--- src/design/fast_read_pkg.sv ---
// Bank count, sample width and row lengths are fixed here; the address width is set per instance
package fast_read_pkg;

    // ----------------------------------------------------------------------
    // Capture memory geometry
    // ----------------------------------------------------------------------
    localparam int num_banks      = 24;
    localparam int narrow_banks   = 12;
    localparam int addr_w_default = 15;

    // Sample and word widths
    localparam int sample_w    = 18;
    localparam int bank_word_w = 2 * sample_w;

    // Row lengths in samples, two samples per bank
    localparam int wide_row_len   = 2 * num_banks;
    localparam int narrow_row_len = 2 * narrow_banks;

    // Counter widths
    localparam int slot_w     = 6;
    localparam int idle_len_w = 16;

    // Packet length codes, rows per packet is 2 << code
    localparam logic [1:0] pkt_len_2  = 2'd0;
    localparam logic [1:0] pkt_len_4  = 2'd1;
    localparam logic [1:0] pkt_len_8  = 2'd2;
    localparam logic [1:0] pkt_len_16 = 2'd3;

    // ----------------------------------------------------------------------
    // Types
    // ----------------------------------------------------------------------
    typedef logic [sample_w-1:0] sample_t;

    // High sample sits in the upper half of the word
    typedef struct packed {
        sample_t hi;
        sample_t lo;
    } bank_word_t;

    typedef logic [num_banks-1:0] bank_sel_t;

    // Bank 0 occupies the low bits
    typedef bank_word_t [num_banks-1:0] bank_bus_t;

    typedef logic [1:0] pkt_len_t;

    typedef enum logic [1:0] {rd_st_idle, rd_st_cont, rd_st_pkt} read_state_t;

    typedef enum logic {pkt_st_gap, pkt_st_open} pkt_state_t;

endpackage
--- src/design/fast_read_top.sv ---
// Bank memories sit outside; their read data is expected combinationally on fast_addr and chip_en
`timescale 1ns/100ps
module fast_read_top #(
    parameter int addr_w = fast_read_pkg::addr_w_default
) (
    input  logic                                 clk,
    input  logic                                 rstn,
    input  logic                                 capture_start,
    input  logic                                 capture_again,
    input  logic                                 wide_mode,
    input  fast_read_pkg::pkt_len_t              pkt_len,
    input  logic [fast_read_pkg::idle_len_w-1:0] idle_len,
    input  logic                                 data_rd_en,
    input  logic                                 fast_read_en,
    input  fast_read_pkg::bank_bus_t             fast_din,
    output fast_read_pkg::bank_sel_t             chip_en,
    output logic [addr_w-1:0]                    fast_addr,
    output logic                                 fast_rd_done,
    output fast_read_pkg::sample_t               adc_data,
    output logic                                 adc_data_valid
);
    import fast_read_pkg::*;

    logic              reading;
    logic              continuous;
    logic              row_end;
    logic              last_row;
    logic              packet_end;
    logic              pkt_open;
    logic              step;
    logic [slot_w-1:0] slot;

    // ----------------------------------------------------------------------
    // Address, mode and done
    // ----------------------------------------------------------------------
    read_sequencer #(
        .addr_w(addr_w)
    ) read_sequencer_inst (
        .clk           (clk),
        .rstn          (rstn),
        .fast_read_en  (fast_read_en),
        .capture_start (capture_start),
        .capture_again (capture_again),
        .idle_len      (idle_len),
        .pkt_len       (pkt_len),
        .row_end       (row_end),
        .reading       (reading),
        .continuous    (continuous),
        .packet_end    (packet_end),
        .last_row      (last_row),
        .fast_addr     (fast_addr),
        .fast_rd_done  (fast_rd_done)
    );

    // Packet gaps
    packet_gate packet_gate_inst (
        .clk        (clk),
        .rstn       (rstn),
        .reading    (reading),
        .continuous (continuous),
        .idle_len   (idle_len),
        .step       (step),
        .packet_end (packet_end),
        .pkt_open   (pkt_open)
    );

    // Step pacing and bank enables
    bank_scan bank_scan_inst (
        .clk        (clk),
        .rstn       (rstn),
        .data_rd_en (data_rd_en),
        .reading    (reading),
        .pkt_open   (pkt_open),
        .wide_mode  (wide_mode),
        .step       (step),
        .slot       (slot),
        .row_end    (row_end),
        .bank_sel   (chip_en)
    );

    // Sample output
    sample_mux sample_mux_inst (
        .clk            (clk),
        .rstn           (rstn),
        .fast_din       (fast_din),
        .bank_sel       (chip_en),
        .step           (step),
        .pkt_open       (pkt_open),
        .adc_data       (adc_data),
        .adc_data_valid (adc_data_valid)
    );

endmodule

--- src/design/sample_mux.sv ---
// Bank data must be valid combinationally in the cycle its enable is high
`timescale 1ns/100ps
module sample_mux (
    input  logic                      clk,
    input  logic                      rstn,
    input  fast_read_pkg::bank_bus_t  fast_din,
    input  fast_read_pkg::bank_sel_t  bank_sel,
    input  logic                      step,
    input  logic                      pkt_open,
    output fast_read_pkg::sample_t    adc_data,
    output logic                      adc_data_valid
);
    import fast_read_pkg::*;

    bank_word_t sel_word;
    bank_word_t word_hold;
    logic       step_d;
    logic       half_lo;

    // One-hot select, so OR of the enabled words is enough
    always_comb begin
        sel_word = '0;
        for (int b = 0; b < num_banks; b++) begin
            if (bank_sel[b]) begin
                sel_word = sel_word | fast_din[b];
            end
        end
    end

    // ----------------------------------------------------------------------
    // Control
    // ----------------------------------------------------------------------
    always_ff @(posedge clk or negedge rstn) begin
        if (!rstn) begin
            step_d         <= 1'b0;
            half_lo        <= 1'b0;
            adc_data_valid <= 1'b0;
        end else begin
            // Only steps inside an open packet carry a sample
            step_d         <= step & pkt_open;
            adc_data_valid <= step_d;
            if (step_d) begin
                half_lo <= ~half_lo;
            end else if (!pkt_open) begin
                half_lo <= 1'b0;
            end
        end
    end

    // ----------------------------------------------------------------------
    // Payload
    // ----------------------------------------------------------------------
    always_ff @(posedge clk) begin
        if (bank_sel != '0) begin
            word_hold <= sel_word;
        end
        // High half straight from the bank, low half from the held word
        if (step_d) begin
            adc_data <= half_lo ? word_hold.lo : sel_word.hi;
        end
    end

endmodule

--- src/design/bank_scan.sv ---
// Each step must see stable wide_mode; slot only advances inside an open packet
`timescale 1ns/100ps
module bank_scan (
    input  logic                             clk,
    input  logic                             rstn,
    input  logic                             data_rd_en,
    input  logic                             reading,
    input  logic                             pkt_open,
    input  logic                             wide_mode,
    output logic                             step,
    output logic [fast_read_pkg::slot_w-1:0] slot,
    output logic                             row_end,
    output fast_read_pkg::bank_sel_t         bank_sel
);
    import fast_read_pkg::*;

    logic              pace;
    logic [slot_w-1:0] slot_last;
    logic              even_step;

    // ----------------------------------------------------------------------
    // Strobe pacing
    // ----------------------------------------------------------------------
    // Toggle flips on every strobe, so every second strobe becomes a step
    always_ff @(posedge clk or negedge rstn) begin
        if (!rstn) begin
            pace <= 1'b0;
        end else if (!reading) begin
            pace <= 1'b0;
        end else if (data_rd_en) begin
            pace <= ~pace;
        end
    end

    assign step = data_rd_en & pace & reading;

    // ----------------------------------------------------------------------
    // Sample slot within a row
    // ----------------------------------------------------------------------
    assign slot_last = wide_mode ? slot_w'(wide_row_len - 1) : slot_w'(narrow_row_len - 1);
    assign row_end   = step & pkt_open & (slot == slot_last);

    always_ff @(posedge clk or negedge rstn) begin
        if (!rstn) begin
            slot <= '0;
        end else if (!pkt_open) begin
            slot <= '0;
        end else if (row_end) begin
            slot <= '0;
        end else if (step) begin
            slot <= slot + 1'b1;
        end
    end

    // ----------------------------------------------------------------------
    // Bank enables
    // ----------------------------------------------------------------------
    // Even slots fetch a new word, odd slots use the held low half
    assign even_step = step & pkt_open & ~slot[0];

    always_ff @(posedge clk or negedge rstn) begin
        if (!rstn) begin
            bank_sel <= '0;
        end else if (even_step) begin
            bank_sel <= bank_sel_t'(1) << slot[slot_w-1:1];
        end else begin
            bank_sel <= '0;
        end
    end

endmodule

--- src/design/packet_gate.sv ---
// idle_len is read live during a run; in packet mode it must be nonzero
`timescale 1ns/100ps
module packet_gate (
    input  logic                                 clk,
    input  logic                                 rstn,
    input  logic                                 reading,
    input  logic                                 continuous,
    input  logic [fast_read_pkg::idle_len_w-1:0] idle_len,
    input  logic                                 step,
    input  logic                                 packet_end,
    output logic                                 pkt_open
);
    import fast_read_pkg::*;

    pkt_state_t            state;
    logic [idle_len_w-1:0] idle_cnt;
    logic                  gap_done;

    // Last step of the idle gap
    assign gap_done = step && (idle_cnt == idle_len - 1'b1);

    // ----------------------------------------------------------------------
    // Gap and open FSM
    // ----------------------------------------------------------------------
    always_ff @(posedge clk or negedge rstn) begin
        if (!rstn) begin
            state    <= pkt_st_gap;
            idle_cnt <= '0;
        end else if (!reading) begin
            state    <= pkt_st_gap;
            idle_cnt <= '0;
        end else begin
            case (state)
                pkt_st_gap: begin
                    if (continuous) begin
                        // No gaps at all in continuous readout
                        state <= pkt_st_open;
                    end else if (gap_done) begin
                        state    <= pkt_st_open;
                        idle_cnt <= '0;
                    end else if (step) begin
                        idle_cnt <= idle_cnt + 1'b1;
                    end
                end
                pkt_st_open: begin
                    if (packet_end) begin
                        state <= pkt_st_gap;
                    end
                end
                default: state <= pkt_st_gap;
            endcase
        end
    end

    // Registered, follows the state directly
    assign pkt_open = (state == pkt_st_open);

endmodule

--- src/design/read_sequencer.sv ---
// Mode and packet length are sampled at start; a done level left high must be cleared while idle
`timescale 1ns/100ps
module read_sequencer #(
    parameter int addr_w = fast_read_pkg::addr_w_default
) (
    input  logic                                 clk,
    input  logic                                 rstn,
    input  logic                                 fast_read_en,
    input  logic                                 capture_start,
    input  logic                                 capture_again,
    input  logic [fast_read_pkg::idle_len_w-1:0] idle_len,
    input  fast_read_pkg::pkt_len_t              pkt_len,
    input  logic                                 row_end,
    output logic                                 reading,
    output logic                                 continuous,
    output logic                                 packet_end,
    output logic                                 last_row,
    output logic [addr_w-1:0]                    fast_addr,
    output logic                                 fast_rd_done
);
    import fast_read_pkg::*;

    read_state_t state;
    pkt_len_t    pkt_len_q;
    logic        run_end;
    logic [4:0]  pkt_mask;
    logic        pkt_boundary;

    // ----------------------------------------------------------------------
    // Read FSM
    // ----------------------------------------------------------------------
    always_ff @(posedge clk or negedge rstn) begin
        if (!rstn) begin
            state     <= rd_st_idle;
            pkt_len_q <= pkt_len_2;
            run_end   <= 1'b0;
        end else begin
            run_end <= 1'b0;
            case (state)
                rd_st_idle: begin
                    if (fast_read_en) begin
                        state     <= (idle_len == '0) ? rd_st_cont : rd_st_pkt;
                        pkt_len_q <= pkt_len;
                    end
                end
                rd_st_cont, rd_st_pkt: begin
                    // Back to idle one cycle after the final row
                    run_end <= row_end & last_row;
                    if (run_end) begin
                        state <= rd_st_idle;
                    end
                end
                default: state <= rd_st_idle;
            endcase
        end
    end

    assign reading    = (state != rd_st_idle);
    assign continuous = (state == rd_st_cont);

    // ----------------------------------------------------------------------
    // Address counter and done flag
    // ----------------------------------------------------------------------
    always_ff @(posedge clk or negedge rstn) begin
        if (!rstn) begin
            fast_addr    <= '0;
            fast_rd_done <= 1'b0;
        end else if (state == rd_st_idle) begin
            if (capture_start | capture_again) begin
                fast_rd_done <= 1'b0;
            end
        end else if (row_end) begin
            // Wraps to zero after the last row
            fast_addr <= fast_addr + 1'b1;
            if (last_row) begin
                fast_rd_done <= 1'b1;
            end
        end
    end

    assign last_row = &fast_addr;

    // Packet ends when the low address bits for its length are all ones
    assign pkt_mask     = (5'd2 << pkt_len_q) - 5'd1;
    assign pkt_boundary = ((fast_addr & addr_w'(pkt_mask)) == addr_w'(pkt_mask));
    assign packet_end   = row_end & (state == rd_st_pkt) & pkt_boundary;

endmodule

--- config.mk ---
export PLATFORM = sky130hd
export DESIGN_NAME = fast_read_top
export DESIGN_NICKNAME = d
export VERILOG_FILES = /design/src/design/fast_read_pkg.sv /design/src/design/fast_read_top.sv /design/src/design/sample_mux.sv /design/src/design/bank_scan.sv /design/src/design/packet_gate.sv /design/src/design/read_sequencer.sv
export SDC_FILE = /design/constraint.sdc
export NUM_CORES = 1
export LEC_CHECK = 0
export ABC_AREA = 1
export BUFFER_PORTS_ARGS = -buffer_cell sky130_fd_sc_hd__buf_2
export CAP_MARGIN = 25
export CORE_AREA = 2 2 368 370
export DETAILED_ROUTE_END_ITERATION = 7
export DIE_AREA = 0 0 370 372
export HOLD_SLACK_MARGIN = 0.06
export PLACE_DENSITY = 0.3
export SLEW_MARGIN = 40
export SYNTH_ARGS = -nofsm -noshare
export SYNTH_HDL_FRONTEND = slang
export SYNTH_SLANG_ARGS = --single-unit
--- constraint.sdc ---
create_clock -name clk -period 3.1 [get_ports clk]
set_clock_uncertainty 0.1 [all_clocks]
set_input_delay 0 -clock clk [delete_from_list [all_inputs] [get_ports clk]]
set_output_delay 0 -clock clk [all_outputs]
set_load 0.01 [all_outputs]
# After elaboration in Yosys (flattened, before gate mapping)
# Index checks and enable logic that the tools add are counted.
# W data, S select, Z words.
[word_totals]
latch_bits = 0
inputBits = 889
mem_bits_ro = 0
ramBits = 0
mem_count = 0
register_bits = 108
[op_classes]
n_div = 0
n_bitwise = 38
n_reduce_logical = 14
addsub = 5
multipliers = 0
magnitude_cmp = 0
n_mux = 53
shifts = 2
n_eq_ne = 14
[op_table]
columns = ["operator", "count"]
rows = [
  ["$mux W36", 24],
  ["$or A36 B36 Y36", 23],
  ["$mux W16", 5],
  ["$mux W24", 1],
  ["$mux W6", 4],
  ["$reduce_bool A24 Y1", 1],
  ["$shl A1 B5 Y24 const A", 1],
  ["$mux W18", 1],
  ["$add A16 B1 Y16 const B", 1],
  ["$eq A16 B16 Y1", 1],
  ["$logic_not A16 Y1", 1],
  ["$sub A16 B1 Y16 const B", 1],
  ["$add A15 B1 Y15 const B", 1],
  ["$and A15 B5 Y15", 1],
  ["$eq A15 B5 Y1", 1],
  ["$reduce_and A15 Y1", 1],
  ["$mux W1", 13],
  ["$ne A2 B2 Y1 const B", 5],
  ["$and A1 B1 Y1", 8],
  ["$add A6 B1 Y6 const B", 1],
  ["$eq A6 B6 Y1", 1],
  ["$mux W2", 3],
  ["$reduce_and A2 Y1", 3],
  ["$reduce_and A3 Y1", 2],
  ["other kinds (15)", 22],
]

# Longest topological paths before layout
[logic_depth]
depth_word = 48
ltp_mapped = 15
mapped_depth_nobuf = 14

# Hierarchy
# A second synthesis with hierarchy kept.
[unflattened]
hier_cells = 2259
hier_area_um2 = 12200.5
[by_module_without_submodules]
columns = ["mod", "cells_each", "n_inst", "area_per_inst_um2"]
rows = [
  ["sample_mux", 1699, 1, 7951.4],
  ["packet_gate", 266, 1, 1715.4],
  ["bank_scan", 134, 1, 1301.2],
  ["read_sequencer", 160, 1, 1232.4],
]

# Least setup slack after synthesis
# OpenSTA, ideal clock, no wires.
[synth_timing]
path_type = "reg-to-reg"
from = "reg bank_scan_inst.bank_sel[9]"
to = "reg sample_mux_inst.word_hold[0] (netlist name) (enable)"
setup_slack_ns = 0.613
path_stages_with_launch = 7
period_less_slack_ns = 2.487
t_arrival_ns = 1.913
setup_time_ns = 0.474
path_cell_list = "dfrtp_1 clkbuf_1 buf_1 nor4_1 nand2_1 nor4_1 nand4_1"
[synth_between]
elab_chain_cells = 1
[synth_lines]
columns = ["element", "line", "source"]
rows = [
  ["start: declaration", "bank_scan.sv:13", "output fast_read_pkg::bank_sel_t bank_sel"],
  ["start signal: assignment", "bank_scan.sv:65", "bank_sel <= bank_sel_t'(1) << slot[slot_w-1:1];"],
  ["$reduce_bool A24 Y1", "sample_mux.sv:54", "if (bank_sel != '0) begin"],
  ["end signal: assignment", "sample_mux.sv:55", "word_hold <= sel_word;"],
  ["end: declaration", "sample_mux.sv:16", "bank_word_t word_hold;"],
]
# No other way between the ends.
# A chain may end at the register's enable or synchronous reset.

# Worst setup path after layout
[layout_timing]
from = "reg bank_scan_inst.bank_sel[20]"
to = "reg sample_mux_inst.adc_data[3] (data pin)"
[layout_between]
elab_chain_cells = 8
[layout_lines]
columns = ["element", "line", "source"]
rows = [
  ["$mux W36 (*)", "sample_mux.sv:24", "if (bank_sel[b]) begin"],
  ["$or A36 B36 Y36", "sample_mux.sv:25", "sel_word = sel_word | fast_din[b];"],
  ["$mux W36 (*)", "sample_mux.sv:24", ""],
  ["$or A36 B36 Y36", "sample_mux.sv:25", ""],
  ["$mux W36 (*)", "sample_mux.sv:24", ""],
  ["$or A36 B36 Y36", "sample_mux.sv:25", ""],
  ["$mux W36 (*)", "sample_mux.sv:24", ""],
  ["$mux W18 (*)", "sample_mux.sv:59", "adc_data <= half_lo ? word_hold.lo : sel_word.hi;"],
  ["end signal: assignment", "sample_mux.sv:59", ""],
  ["end: declaration", "sample_mux.sv:10", "output fast_read_pkg::sample_t adc_data,"],
]
# Mark *: on every way between the ends. The rest lies on a longest branch, timed or not.

==> impl_metrics.tcl <==
set metrics [dict create \
    layout_setup_ws_ns 0.03805 \
    power.density_nw_per_um2 204.7 \
    drv_cap 0 \
    synth_simple_gate_area_share_pct 39.99 \
    hold_violations 0 \
    critical_path_required_ns 3.21 \
    grt_pass1_wl_um 180900 \
    dpl_worst_slack_ns -0.1233 \
    power_leakage_uw 0.009559 \
    row_count 135 \
    die_h_um 372 \
    power_frac_comb_pct 27.6 \
    cts-root-buf "clkbuf_16" \
    status "complete, no violations" \
    totalPowerFinal_uw 4141 \
    viasPerCell 3.894 \
    layout_min_cycle_time_ns 3.062 \
    gp_congestion 0.9518 \
    nets 3617 \
    final_layout_size_suffix_gt1_share_pct 41.50 \
    first_pass_iters 5 \
    drtAntennaViolNets 0 \
    route.detailed.drc 0 \
    grt_max_degree 35 \
    finalMaxSlewViolations 0 \
    clock_latency_ns 0.44 \
    syn_to_final_growth_pct 92.81 \
    path_delay_family "compound AO/OA/AOI/OAI gates" \
    p_switching_uw 1410 \
    synth_xor_area_share_pct 3.255 \
    ys_warn_count 0 \
    slowest_delay_ns 0.61 \
    core_region_area_um2 134300 \
    clk_pin_slew_ns 0.10 \
    swShare_pct 34.06 \
    max_freq_ghz 0.3266 \
    cts_setup_buffers 0 \
    grt_overflow 0 \
    crit_type "flip-flop to flip-flop" \
    cts_buffers 9 \
    syn_nets 2484 \
    routedWlPerCell_um 32.19 \
    cts_buffer_depth 2 \
    crit_fanout 12 \
    p_int_uw 2730 \
    end_kind "flip-flop" \
    relSlewSlack_pct 43.08 \
    hp-class "input pin to flip-flop" \
    post-route-period-util_pct 98.77 \
    synth_fa_ha_area_share_pct 0.9539 \
    die_w_um 370 \
    crit_arrival_ns 3.17 \
    setup_violations 0 \
    htreeDepth 3 \
    synth-seq-cells 108 \
    layout_commonest_cell "buf_2" \
    io_buffer_count 947 \
    synthMuxAreaShare_pct 0 \
    synth_area_per_cell_um2 6.612 \
    ys_types 48 \
    cp_slowest_cell "dfrtp_2" \
    synth_area_um2 10490 \
    vdd_drop_max_uv 324.9 \
    crit_chain "buf_4, a22o_1, a21oi_1, nand3_1, dlygate4sd3_1, o22a_1" \
    synth_top_family_by_area "simple AND/OR/NAND/NOR gates" \
    clkSinkCount 108 \
    drt_iter0_markers 1162 \
    fin_tns_setup_ns 0 \
    grt_pass1_vias 17810 \
    drt-total-wl_um 146100 \
    antenna_found_initial 123 \
    ys_seq_area_share_pct 27.47 \
    vias 17670 \
    start_util_pct 7.815 \
    io_pins 948 \
    startpoint_type "flip-flop" \
    dieArea_um2 137600 \
    p_clk_share_pct 35.9 \
    most-common-layout-cells "buf_2 (948), nand2_1 (631), dlygate4sd3_1 (194), nand3_1 (105), a221oi_1 (98)" \
    dp_hpwl_um 127800 \
    pwr-share-seq_pct 36.5 \
    synth_compound_area_share_pct 22.03 \
    cts_tree "built" \
    rsz0062_at_grt "false" \
    path_buf_inv 2 \
    track_usage_pct 20.36 \
    syn_inst 1587 \
    tightestPinTransition_ns 0.8522 \
]
[area by class of cell]
cell class / count / area (µm²)
diodes: 32 / 80.08
clock buffers: 9 / 225.2
clock inverters: 7 / 100.1
fillers: 15850 / 114100
inverters: 62 / 232.7
multi-input cells: 1310 / 7013
flip-flops and latches: 108 / 2937
well taps: 1781 / 2228
repair buffers: 1229 / 7417
[registers in the layout, summed over array words and instances, names as in the netlist]
register,flops
bank_scan_inst.bank_sel,24
sample_mux_inst.adc_data,18
sample_mux_inst.word_hold,18
packet_gate_inst.idle_cnt,16
read_sequencer_inst.fast_addr,15
bank_scan_inst.slot,6
read_sequencer_inst.pkt_len_q,2
read_sequencer_inst.state,2
bank_scan_inst.pace,1
packet_gate_inst.pkt_open,1
read_sequencer_inst.fast_rd_done,1
read_sequencer_inst.run_end,1
sample_mux_inst.adc_data_valid,1
sample_mux_inst.half_lo,1
sample_mux_inst.step_d,1
[cell families (layout without fill, tap and decap cells)]
| kind of cell | Yosys count | in the layout |
|---|---|---|
| AND/OR/NAND/NOR | 968 | 968 |
| AO/OA/AOI/OAI | 295 | 295 |
| buffers and inverters | 169 | 1307 |
| flip-flops | 108 | 108 |
| XOR/XNOR | 39 | 39 |
| adder cells (fa/ha/maj) | 8 | 8 |
| other | 0 | 32 |
[final timing paths]
path	from	endpoint	slack (ns)	depth (start not counted)
setup reg to reg	bank_scan_inst.bank_sel[20]	sample_mux_inst.adc_data[3]	0.04	6
max in group asynchronous	rstn	read_sequencer_inst.fast_addr[3]	1.94	4
min in group asynchronous	rstn	bank_scan_inst.bank_sel[5]	0.41	3
hold reg to reg	read_sequencer_inst.fast_addr[12]	read_sequencer_inst.fast_addr[12]	0.43	1
setup / recovery	bank_scan_inst.bank_sel[20]	sample_mux_inst.adc_data[3]	0.04	6
hold / removal	fast_din[756]	sample_mux_inst.word_hold[0]	0.06	4
[Yosys cell counts (all sizes together)]
| cell | instances | area, µm² |
|---|---|---|
| nand2 | 640 | 2430 |
| nand3 | 110 | 583.1 |
| a221oi | 100 | 875.8 |
| nor2 | 98 | 405.4 |
| a22o | 74 | 648.1 |
| nand4 | 74 | 469.2 |
| dfrtp | 72 | 1802 |
| clkbuf | 71 | 266.5 |
| inv | 61 | 229.0 |
| a21oi | 52 | 279.0 |
| buf | 36 | 161.4 |
| edfxtp | 36 | 1081 |
| xor2 | 29 | 254.0 |
| o21ai | 28 | 173.9 |
| nor3 | 18 | 122.6 |
| nor4 | 13 | 81.33 |
| a211oi | 12 | 90.09 |
| a2111oi | 10 | 87.58 |
| xnor2 | 10 | 87.58 |
| ha | 8 | 100.1 |
| o22ai | 8 | 63.81 |
| nand3b | 7 | 52.55 |
| o22a | 5 | 43.79 |
| or3 | 5 | 31.28 |
| a41oi | 4 | 35.03 |
| or4 | 2 | 15.01 |
| clkinv | 1 | 3.750 |
| o21a | 1 | 7.510 |
| o21bai | 1 | 7.510 |
| or2 | 1 | 6.260 |
[power groups by stage]
| stage | combinational (µW) | clock [µW] | sequential, µW |
|---|---|---|---|
| after floorplan | 192 | 0 | 1540 |
| after global placement | 1010 | 0 | 1540 |
| after detailed placement | 989 | 0 | 1540 |
| after CTS | 1160 | 1610 | 1510 |
| after global routing | 1230 | 1620 | 1520 |
| final | 1140 | 1490 | 1510 |
[through the flow]
step,cells,hold WS (ns),utilization (%),instance area (µm²)
3_3_place_gp,4293,-0.005444,13.24,17780
5_1_grt,4530,0.07209,15.05,20210
6_report,4538,0.05966,15.07,20230
4_1_cts,4506,0.06288,14.99,20130
2_1_floorplan,1587,-0.3956,-,10490
3_5_place_dp,4295,-0.01375,13.28,17830
[worst register-to-register path: stages, from the launching register on]
cell,delay (ns)
dfrtp_2,0.61
buf_4,0.33
a22o_1,0.30
a21oi_1,0.59
nand3_1,0.13
dlygate4sd3_1,0.59
o22a_1,0.17
[per-layer routing]
| metal | wire, µm | vias to the layer above | GRT usage (%) |
|---|---|---|---|
| li1 | - | 7905 | - |
| met1 | 54930 | 8453 | 22.37 |
| met2 | 73370 | 988 | 36.67 |
| met3 | 10790 | 271 | 5.494 |
| met4 | 6654 | 56 | 8.630 |
| met5 | 340 | - | 0 |
[timing repair]
| item | 4_1_cts | 5_1_grt |
|---|---|---|
| hold buffers | 195 | 0 |
| hold endpoints to repair | 113 | 0 |
| endpoints found under the setup margin | 2 | 4 |
| gates resized for setup | 3 | 7 |
| pin swaps | 2 | 0 |
Note: power is estimated with default switching activity, not from simulation.
